$ cat src/rtl/pet_bus_pkg.sv
/* PET bus definitions */

package pet_bus_pkg;

    // 6502 side
    localparam int CPU_ADDR_WIDTH = 16;     // Full 64K CPU address space
    localparam int DATA_WIDTH     = 8;      // Shared by the CPU bus and Wishbone

    // Host side
    localparam int WB_ADDR_WIDTH  = 17;     // Host sees 128K of address space

    // Bus sharing
    localparam int CPU_SLOT_CYCLES = 4;     // One CPU slot per this many clocks
    localparam int SLOT_WIDTH      = $clog2(CPU_SLOT_CYCLES);

    // Snapshot of the 6502 bus as seen by the FPGA
    typedef struct packed {
        logic [CPU_ADDR_WIDTH-1:0] address;  // A15..A0
        logic [DATA_WIDTH-1:0]     data;     // Write data from the CPU
        logic                      we;       // High for a CPU write (inverted R/W)
    } cpu_bus_t;

    // Wishbone B4 pipelined request from the host
    typedef struct packed {
        logic [WB_ADDR_WIDTH-1:0] address;
        logic [DATA_WIDTH-1:0]    data;      // Write data
        logic                     we;        // Write enable
        logic                     cycle;     // CYC_O of the master
        logic                     strobe;    // STB_O of the master
    } wb_req_t;

    // Slots of the bus sharing sequence
    // The CPU owns one slot and the host the other three
    typedef enum logic [SLOT_WIDTH-1:0] {
        SLOT_CPU,
        SLOT_WB0,
        SLOT_WB1,
        SLOT_WB2
    } bus_slot_e;

endpackage

$ cat src/rtl/pet_io_pkg.sv
/* PET I/O register map */

package pet_io_pkg;

    // Register file addressing
    localparam int IO_REG_ADDR_WIDTH = 6;
    localparam int IO_REG_COUNT      = 1 << IO_REG_ADDR_WIDTH;

    // Chip register selects
    localparam int PIA_RS_WIDTH = 2;        // PIA decodes A1..A0
    localparam int VIA_RS_WIDTH = 4;        // VIA decodes A3..A0

    // Upper two bits of a register address pick the group
    typedef enum logic [IO_REG_ADDR_WIDTH-VIA_RS_WIDTH-1:0] {
        REG_IO_KBD,                         // Host written keyboard matrix
        REG_IO_PIA1,
        REG_IO_PIA2,
        REG_IO_VIA
    } io_group_e;

    // MC6821 register order
    typedef enum logic [PIA_RS_WIDTH-1:0] {
        PIA_PORTA,
        PIA_CRA,
        PIA_PORTB,
        PIA_CRB
    } pia_reg_e;

    // Cached PIA1 port A, which drives the matrix column select
    localparam logic [IO_REG_ADDR_WIDTH-1:0] REG_IO_PIA1_PORTA =
        {REG_IO_PIA1, {(VIA_RS_WIDTH-PIA_RS_WIDTH){1'b0}}, PIA_PORTA};

    // Keyboard matrix
    localparam int KEY_COL_COUNT = 10;      // 10 columns of 8 rows
    localparam int KEY_SEL_WIDTH = 4;       // PA3..PA0 select the column
    localparam logic [pet_bus_pkg::DATA_WIDTH-1:0] KEY_COL_IDLE = '1;  // Active low rows

    // Host window holding the register file
    localparam logic [pet_bus_pkg::WB_ADDR_WIDTH-1:0] WB_IO_BASE = 17'h0e800;

    // CPU side chip bases, A6..A4 act as individual chip selects
    localparam logic [pet_bus_pkg::CPU_ADDR_WIDTH-1:0] CPU_PIA1_BASE = 16'he810;
    localparam logic [pet_bus_pkg::CPU_ADDR_WIDTH-1:0] CPU_PIA2_BASE = 16'he820;
    localparam logic [pet_bus_pkg::CPU_ADDR_WIDTH-1:0] CPU_VIA_BASE  = 16'he840;
    localparam int CPU_CS_LSB = 4;          // Lowest chip select address bit
    localparam int CPU_CS_MSB = 6;          // Highest chip select address bit

endpackage

$ cat src/rtl/address_decoding.sv
/* CPU and host address decoder */

module address_decoding (
    input  logic [pet_bus_pkg::CPU_ADDR_WIDTH-1:0] cpu_addr_i,
    input  logic [pet_bus_pkg::WB_ADDR_WIDTH-1:0]  wb_addr_i,
    output logic                                   pia1_cs_o,
    output logic                                   pia2_cs_o,
    output logic                                   via_cs_o,
    output logic [pet_io_pkg::VIA_RS_WIDTH-1:0]    rs_o,       // A3..A0 to the chips
    output logic                                   wb_sel_o    // Host hit on the register file
);
    import pet_bus_pkg::*;
    import pet_io_pkg::*;

    localparam int CS_WIDTH = CPU_CS_MSB - CPU_CS_LSB + 1;

    logic                io_page_hit;   // E800..E87F
    logic [CS_WIDTH-1:0] chip_bits;     // A6..A4

    // All three chips share the upper address bits
    assign io_page_hit = (cpu_addr_i[CPU_ADDR_WIDTH-1:CPU_CS_MSB+1]
                          == CPU_PIA1_BASE[CPU_ADDR_WIDTH-1:CPU_CS_MSB+1]);

    assign chip_bits = cpu_addr_i[CPU_CS_MSB:CPU_CS_LSB];

    // The PET only looks at one of A4, A5, A6 per chip
    // Requiring an exact match keeps the selects one-hot
    always_comb begin
        pia1_cs_o = 1'b0;
        pia2_cs_o = 1'b0;
        via_cs_o  = 1'b0;
        if (io_page_hit) begin
            pia1_cs_o = (chip_bits == CPU_PIA1_BASE[CPU_CS_MSB:CPU_CS_LSB]);
            pia2_cs_o = (chip_bits == CPU_PIA2_BASE[CPU_CS_MSB:CPU_CS_LSB]);
            via_cs_o  = (chip_bits == CPU_VIA_BASE[CPU_CS_MSB:CPU_CS_LSB]);   // Selects E840
        end
    end

    // PIA uses the low two of these, VIA all four
    assign rs_o = cpu_addr_i[VIA_RS_WIDTH-1:0];

    // Register file occupies a 64-byte window on the host bus
    assign wb_sel_o = (wb_addr_i[WB_ADDR_WIDTH-1:IO_REG_ADDR_WIDTH]
                       == WB_IO_BASE[WB_ADDR_WIDTH-1:IO_REG_ADDR_WIDTH]);

endmodule

$ cat src/rtl/bus_timing.sv
/* Bus slot sequencer */

module bus_timing (
    input  logic wb_clock_i,
    input  logic reset_i,
    output logic cpu_be_o               // High during the CPU slot
);
    import pet_bus_pkg::*;

    bus_slot_e slot_q;
    bus_slot_e slot_d;

    // Fixed rotation, the host owns three slots in a row
    always_comb begin
        unique case (slot_q)
            SLOT_WB0: slot_d = SLOT_WB1;
            SLOT_WB1: slot_d = SLOT_WB2;
            SLOT_WB2: slot_d = SLOT_CPU;    // Last host slot before the CPU
            SLOT_CPU: slot_d = SLOT_WB0;
            default:  slot_d = SLOT_WB0;
        endcase
    end

    // Starting in WB0 puts the first CPU slot on the fourth cycle out of reset
    always_ff @(posedge wb_clock_i) begin
        if (reset_i) begin
            slot_q <= SLOT_WB0;
        end else begin
            slot_q <= slot_d;
        end
    end

    // Straight from the state flop, so no decode glitch reaches the pins
    assign cpu_be_o = (slot_q == SLOT_CPU);

endmodule

$ cat src/rtl/keyboard.sv
/* I/O snooping register file and keyboard intercept */

module keyboard (
    input  logic                                wb_clock_i,
    input  logic                                reset_i,

    // Wishbone B4 pipelined peripheral
    input  pet_bus_pkg::wb_req_t                wb_req_i,
    input  logic                                wb_sel_i,     // From address_decoding
    output logic [pet_bus_pkg::DATA_WIDTH-1:0]  wb_data_o,
    output logic                                wb_ack_o,
    output logic                                wb_stall_o,

    // Snooped 6502 bus
    input  logic                                cpu_be_i,
    input  logic                                cpu_we_i,
    input  logic [pet_bus_pkg::DATA_WIDTH-1:0]  cpu_data_i,
    output logic [pet_bus_pkg::DATA_WIDTH-1:0]  cpu_data_o,
    output logic                                cpu_data_oe_o, // Overrides the chip's data
    input  logic                                pia1_cs_i,
    input  logic                                pia2_cs_i,
    input  logic                                via_cs_i,
    input  logic [pet_io_pkg::VIA_RS_WIDTH-1:0] rs_i
);
    import pet_bus_pkg::*;
    import pet_io_pkg::*;

    // Cached chip registers plus the host keyboard matrix
    logic [DATA_WIDTH-1:0] regs [IO_REG_COUNT];

    logic [PIA_RS_WIDTH-1:0]      pia_rs;
    logic [IO_REG_ADDR_WIDTH-1:0] wb_rs;
    logic [IO_REG_ADDR_WIDTH-1:0] cpu_wr_addr;
    logic                         cpu_wr_en;
    logic                         wb_accept;
    logic                         portb_read;
    logic                         col_idle;

    logic [KEY_SEL_WIDTH-1:0]     selected_col;   // Stage 1 of the column pipeline
    logic [DATA_WIDTH-1:0]        current_col;    // Stage 2, rows of the selected column

    assign pia_rs = rs_i[PIA_RS_WIDTH-1:0];                  // PIA sees A1..A0 only
    assign wb_rs  = wb_req_i.address[IO_REG_ADDR_WIDTH-1:0]; // Offset inside the host window

    // The CPU slot is the only back-pressure
    assign wb_stall_o = cpu_be_i;

    assign wb_accept = wb_req_i.cycle && wb_req_i.strobe && wb_sel_i && !wb_stall_o;

    // Map the active chip onto its group
    always_comb begin
        cpu_wr_addr = {REG_IO_VIA, rs_i};
        if (pia1_cs_i) begin
            cpu_wr_addr = {REG_IO_PIA1, {(VIA_RS_WIDTH-PIA_RS_WIDTH){1'b0}}, pia_rs};
        end else if (pia2_cs_i) begin
            cpu_wr_addr = {REG_IO_PIA2, {(VIA_RS_WIDTH-PIA_RS_WIDTH){1'b0}}, pia_rs};
        end
    end

    assign cpu_wr_en = cpu_be_i && cpu_we_i && (pia1_cs_i || pia2_cs_i || via_cs_i);

    // Keyboard rows are read through PIA1 port B
    assign portb_read = cpu_be_i && !cpu_we_i && pia1_cs_i && (pia_rs == PIA_PORTB);

    // Neither bus touches the file, so the column lookup gets the read port
    assign col_idle = !cpu_be_i && !wb_accept;

    // Register file
    always_ff @(posedge wb_clock_i) begin
        if (reset_i) begin
            for (int i = 0; i < IO_REG_COUNT; i++) begin
                regs[i] <= (i < KEY_COL_COUNT) ? KEY_COL_IDLE : '0;  // No keys down
            end
        end else if (cpu_wr_en) begin
            regs[cpu_wr_addr] <= cpu_data_i;           // CPU wins over the host
        end else if (wb_accept && wb_req_i.we) begin
            regs[wb_rs] <= wb_req_i.data;
        end
    end

    // Handshake strobes and the column pipeline
    always_ff @(posedge wb_clock_i) begin
        if (reset_i) begin
            wb_ack_o      <= 1'b0;
            cpu_data_oe_o <= 1'b0;
            selected_col  <= '0;
            current_col   <= KEY_COL_IDLE;
        end else begin
            wb_ack_o      <= wb_accept;                // Single-cycle completion
            cpu_data_oe_o <= portb_read && (current_col != KEY_COL_IDLE);
            if (col_idle) begin
                // Two stages, PORTA changes settle within two idle cycles
                selected_col <= regs[REG_IO_PIA1_PORTA][KEY_SEL_WIDTH-1:0];
                current_col  <= regs[{REG_IO_KBD, selected_col}];
            end
        end
    end

    // Read data
    always_ff @(posedge wb_clock_i) begin
        if (wb_accept) begin
            wb_data_o <= regs[wb_rs];                  // Value before any write in this request
        end
        if (portb_read) begin
            cpu_data_o <= current_col;
        end
    end

endmodule

$ cat src/rtl/pet_io_top.sv
/* PET I/O snooping top */

module pet_io_top (
    input  logic                               wb_clock_i,
    input  logic                               reset_i,

    // 6502 bus
    input  pet_bus_pkg::cpu_bus_t              cpu_bus_i,
    output logic                               cpu_be_o,       // CPU slot strobe
    output logic [pet_bus_pkg::DATA_WIDTH-1:0] cpu_data_o,
    output logic                               cpu_data_oe_o,  // Drive cpu_data_o onto the bus

    // Host Wishbone
    input  pet_bus_pkg::wb_req_t               wb_req_i,
    output logic [pet_bus_pkg::DATA_WIDTH-1:0] wb_data_o,
    output logic                               wb_ack_o,
    output logic                               wb_stall_o
);
    import pet_io_pkg::*;

    logic                    pia1_cs;
    logic                    pia2_cs;
    logic                    via_cs;
    logic [VIA_RS_WIDTH-1:0] rs;
    logic                    wb_sel;

    bus_timing timing0 (
        .wb_clock_i (wb_clock_i),
        .reset_i    (reset_i),
        .cpu_be_o   (cpu_be_o)
    );

    address_decoding decode0 (
        .cpu_addr_i (cpu_bus_i.address),
        .wb_addr_i  (wb_req_i.address),
        .pia1_cs_o  (pia1_cs),
        .pia2_cs_o  (pia2_cs),
        .via_cs_o   (via_cs),
        .rs_o       (rs),
        .wb_sel_o   (wb_sel)
    );

    // Sees the same slot strobe as the CPU pins
    keyboard kbd0 (
        .wb_clock_i    (wb_clock_i),
        .reset_i       (reset_i),
        .wb_req_i      (wb_req_i),
        .wb_sel_i      (wb_sel),
        .wb_data_o     (wb_data_o),
        .wb_ack_o      (wb_ack_o),
        .wb_stall_o    (wb_stall_o),
        .cpu_be_i      (cpu_be_o),
        .cpu_we_i      (cpu_bus_i.we),
        .cpu_data_i    (cpu_bus_i.data),
        .cpu_data_o    (cpu_data_o),
        .cpu_data_oe_o (cpu_data_oe_o),
        .pia1_cs_i     (pia1_cs),
        .pia2_cs_i     (pia2_cs),
        .via_cs_i      (via_cs),
        .rs_i          (rs)
    );

endmodule

$ cat config.mk
export PLATFORM = sky130hd
export DESIGN_NAME = pet_io_top
export DESIGN_NICKNAME = d
export VERILOG_FILES = /design/src/rtl/pet_bus_pkg.sv /design/src/rtl/pet_io_pkg.sv /design/src/rtl/address_decoding.sv /design/src/rtl/bus_timing.sv /design/src/rtl/keyboard.sv /design/src/rtl/pet_io_top.sv
export SDC_FILE = /design/constraint.sdc
export NUM_CORES = 1
export LEC_CHECK = 0
export BUFFER_PORTS_ARGS = -buffer_cell sky130_fd_sc_hd__buf_4
export CELL_PAD_IN_SITES_DETAIL_PLACEMENT = 1
export CELL_PAD_IN_SITES_GLOBAL_PLACEMENT = 2
export CORE_MARGIN = 1
export CORE_UTILIZATION = 30
export CTS_CLUSTER_DIAMETER = 150
export CTS_CLUSTER_SIZE = 24
export DETAILED_ROUTE_END_ITERATION = 12
export GPL_ROUTABILITY_DRIVEN = 0
export PLACE_DENSITY_LB_ADDON = 0.08
export SLEW_MARGIN = 20
export SYNTH_ARGS = -nofsm -noshare
export SYNTH_HDL_FRONTEND = slang
export SYNTH_HIERARCHICAL = 1
export SYNTH_SLANG_ARGS = --single-unit
export TNS_END_PERCENT = 20
$ cat constraint.sdc
create_clock -name wb_clock_i -period 5.2 [get_ports wb_clock_i]
set_clock_uncertainty 0.15 [all_clocks]
set_input_delay 0 -clock wb_clock_i [delete_from_list [all_inputs] [get_ports wb_clock_i]]
set_output_delay 0 -clock wb_clock_i [all_outputs]
set_load 0.05 [all_outputs]
# Word-level counts from Yosys, hierarchy flattened
# Memory sizes are Yosys's and may differ from the RTL's. A register that Yosys moved wholly into a read port is not among the register bits.
# Cells that the tools add are included.
[word_totals]
ff_bits = 12
mem_bits_rw = 512
inputBits = 55
out_inout_bits = 20
elab_cells = 55
memories = 1
[op_classes]
n_eq_ne = 10
n_mux = 21
n_reduce_logical = 19
[memory_table]
columns = ["name", "words", "width", "read_ports", "rd_ports_with_merged_regs", "write_ports", "line_no", "text"]
rows = [
  ["kbd0.regs", 64, 8, 3, 3, 64, "keyboard.sv:29", "logic [DATA_WIDTH-1:0] regs [IO_REG_COUNT];"],
]
[op_table]
columns = ["operator", "count"]
rows = [
  ["two-way mux 6 bit", 3],
  ["two-way mux 8 bit", 2],
  ["OR reduction 8 bit", 2],
  ["two-way mux 1 bit", 14],
  ["equality test 11 x 10 -> 1 bit, second input constant", 1],
  ["logical AND 1 bit", 11],
  ["equality test 9 bit, second input constant", 1],
  ["inequality test 8 bit, second input constant", 1],
  ["one-hot mux 2 bit (4 select lines)", 1],
  ["equality test 2 bit, second input constant", 3],
  ["two-way mux 5 bit", 1],
  ["equality test 3 x 1 -> 1 bit, second input constant", 1],
  ["equality test 3 x 2 -> 1 bit, second input constant", 1],
  ["equality test 3 bit, second input constant", 1],
  ["logical NOT 1 bit", 3],
  ["equality test 2 x 1 -> 1 bit, second input constant", 1],
  ["logical NOT 2 bit", 1],
  ["logical OR 1 bit", 2],
]

# Longest topological paths before layout
[logic_depth]
word_depth = 11
mapped_depth = 11
mapped_depth_nobuf = 8

# By module
# Netlist, hierarchy kept.
[modules_own_cells]
columns = ["module", "n_inst", "cells_each", "area_each_um2", "seq_area_each_um2"]
rows = [
  ["keyboard", 1, 1754, 24878.9, 16135.5],
  ["address_decoding", 1, 17, 148.9, 0.0],
  ["bus_timing", 1, 8, 85.1, 40.0],
]

# Worst setup path before layout
# No wires, ideal clock.
[synth_timing]
kind = "reg-to-reg"
from = "register timing0.slot_q[0]"
to = "memory kbd0.regs[32][0] (enable)"
setup_ns = 0.329
t_arrival_ns = 2.525
t_required_ns = 4.721
slack_ns = 2.196
stages_incl_launch_ff = 11
n_path_buf = 2
period_less_slack_ns = 3.004
path_cell_list = "dfxtp_1 -> inv_1 -> ha_1 -> nand4b_4 -> inv_2 -> and3_1 -> buf_6 -> buf_6 -> mux2i_4 -> nand2_2 -> nand2_1"
[synth_lines]
columns = ["item", "line_no", "text"]
rows = [
  ["start: declaration", "bus_timing.sv:10", "bus_slot_e slot_q;"],
  ["start signal: assignment", "bus_timing.sv:29", "slot_q <= slot_d;"],
  ["end: declaration", "keyboard.sv:29", ""],
]

==> impl_metrics.toml <==
[outcome]
status = "completed"

[sta]
finalHoldViolCount = 0
finalMaxSlewViolations = 0
finalSetupTns_ns = 0
tightest_slew_ns = 1.09
post-route-min-period_ns = 4.75
relSlewSlack_pct = 27.1
rsz0062_at_grt = "false"
holdWs_ns = 0.0114
finalSetupViolCount = 0
max_freq_mhz = 211
finalCritPeriodShare_pct = 91.3

[logic_synthesis]
synth_common_cells = "edfxtp_1 (528), nor2_1 (461), nand2_1 (213), mux4_2 (158), buf_2 (64)"
synth_area_um2 = 25100
ys_seq_area_share_pct = 64.4
synth.most_common_cell = "edfxtp_1"
synth_edf_count = 528
yosysWarnings = 6
synth.distinct_cells = 56
ys_seq_elements = 544
synth_top_cell_area_share_pct = 63.1
synth.area.top_cells = "edfxtp_1 (63%), mux4_2 (14%), nor2_1 (6.9%), nand2_1 (3.2%), buf_2 (1.3%)"
syn_inst = 1779
yosysTopAreaCell = "edfxtp_1"
synthFlopType = "edfxtp_1"
synth_area_per_cell_um2 = 14.1
async_reset_ff_share_pct = 0
syn-num-nets = 1836

[global_routing]
globalRouteTotalUtil_pct = 18.8
grt_pass1_vias = 15800
grt_pass1_wl_mm = 115
grt_max_degree = 65
gr-total-overflow = 0
antenna_found_initial = 2

[drt]
wl_per_cell_um = 27.6
drt_iter0_markers = 986
finalWirelength_mm = 79.5
antenna_left = 0
firstDrtPassIters = 5
drc = 0
vias_per_cell = 5.14
vias = 14800

[critical_path]
cp_max_fo = 16
path_class = "register to register"
cpMaxStageDelayCell = "and3_2"
crit_arrival_ns = 4.90
rrSetupSlack_ns = 0.45
endpoint_kind = "register"
cpPeakStageDelay_ns = 0.81
required_ns = 5.35
cp_cell_sequence = "inv_1 > ha_1 > nand4b_4 > dlygate4sd3_1 > inv_2 > and3_2 > nand3b_1 > nor2b_1 > or2_2"
start_kind = "register"

[layout]
fin_nets = 1853
area_delta_synth_final_pct = 9.32
finalCoreUtilization_pct = 33.3
drive_above_1_share_pct = 20.0
n_fill_cell = 8599

[clock_network]
clkLatencyLatePin_ns = 0.61
clk_pin_slew_ns = 0.11
post_cts_resized = 0
clk_root_buffer_cell = "clkbuf_16"
htreeDepth = 1
cts_buffer_depth = 3
cts_num_sinks = 544
cts_buffers = 26
cts_tree = "done"
post_cts_buffers = 0

[pwr]
pwr_density_cell_nw_per_um2 = 297
leakage_nw = 8.93
peakVddDrop_uv = 263

[job]
drv_cap = 0

[place]
dp_hpwl_mm = 52.6
port_buffers = 74

[worst_hold_path]
holdCritPathClass = "primary input to register"

[die]
io_pins = 75
die_y_um = 291
core_area_um2 = 82500
start_util_pct = 30.4
die_w_um = 291
rows = 105
die-area_um2 = 84900
-- worst paths after layout --
| kind | start | end | cells past startpoint |
|---|---|---|---|
| worst max register to register | timing0/slot_q[1] | kbd0/regs[0][5] | 9 |
| worst min-delay path | wb_req_i[10] | kbd0/regs[0][7] | 4 |
| worst max-delay path | timing0/slot_q[1] | kbd0/regs[0][5] | 9 |
| worst min register to register | kbd0/current_col[4] | kbd0/cpu_data_o[4] | 0 |
-- stage by stage --
stage	worst slack, ns	std cells	power, mW	cell area (um^2)
CTS	0.150	2877	8.28	27500
detailed placement	1.02	2821	5.87	26600
floorplan	2.20	1779	5.54	25100
finish	0.455	2877	8.14	27500
global route	0.165	2876	8.44	27500
global placement	1.08	2821	5.86	26600
-- timing repair --
item,in CTS,in global routing
setup endpoints to repair,0,1
hold buffers,18,0
endpoints found under the hold margin,92,0
-- layer usage --
layer	global-route usage, %	wire length, um	up-vias	part of all wire [%]
met5	0	0	-	0
met4	4.26	1890	0	2.4
met3	2.11	2330	61	2.9
met2	31.3	38500	233	48
met1	26.2	36800	7925	46
li1	-	-	6573	-
-- power by group --
group | switching, mW | total [mW] | internal (mW) | leakage [nW]
registers | 0.0618 | 4.98 | 4.92 | 5.29
clock network | 1.43 | 2.39 | 0.961 | 0.349
logic | 0.503 | 0.776 | 0.273 | 3.29
-- cells by family (layout without fill, tap and decap cells) --
group,Yosys count,after routing,share of synthesized area [%]
buffers and inverters,148,175,3.24
adders and majority gates,2,2,0.0996
AOI/OAI and AO/OA,95,95,2.48
and+or+nand+nor,782,782,13.0
muxes,208,208,16.8
DFF,544,544,64.4
other,0,1,0
-- layout make-up --
| class | count | area [um^2] | share of cell area [%] |
|---|---|---|---|
| flip-flops and latches | 544 | 16200 | 58.9 |
| clock buffers | 37 | 713 | 2.60 |
| clock inverters | 1 | 8.76 | 0.0319 |
| well taps | 1070 | 1340 | 4.88 |
| inverters | 5 | 18.8 | 0.0684 |
| multi-input cells | 1087 | 8140 | 29.7 |
| repair buffers | 132 | 1050 | 3.84 |
| diodes | 1 | 2.50 | 0.00911 |
-- critical path: cells and delay by family (launching register included) --
family	cells	cell delay, ns
adders and majority gates	1	0.20
buffers and inverters	3	1.05
DFF	1	0.35
and+or+nand+nor	5	2.69
-- state kept, by name, indices dropped and copies added (netlist names) --
name,flops
timing0/slot_q,2
kbd0/cpu_data_oe_o,1
kbd0/wb_ack_o,1
kbd0/cpu_data_o,8
kbd0/wb_data_o,8
kbd0/selected_col,4
kbd0/current_col,8
kbd0/regs,512
-- layout by cell type, fill, tap and decap left out, drive strengths merged, types with 2 or more instances in the layout --
master,synthesis,layout
a22o,11,11
inv,5,6
or2,11,11
and2,5,5
and4,2,2
nor2b,14,14
or3,8,8
buf,100,115
mux2,14,14
mux2i,34,34
o21ai,16,16
o22ai,32,32
and3,4,4
or3b,4,4
o31ai,4,4
ha,2,2
dfxtp,16,16
nand3b,3,3
nor3b,2,2
dlygate4sd3,0,17
a21oi,16,16
edfxtp,528,528
nor3,19,19
nor4,4,4
o211ai,8,8
nor2,461,461
clkbuf,43,37
nand2,229,229
a221oi,4,4
and4b,2,2
nand2b,8,8
nand4,2,2
mux4,160,160
No activity file was read; power rests on OpenSTA's default activity.
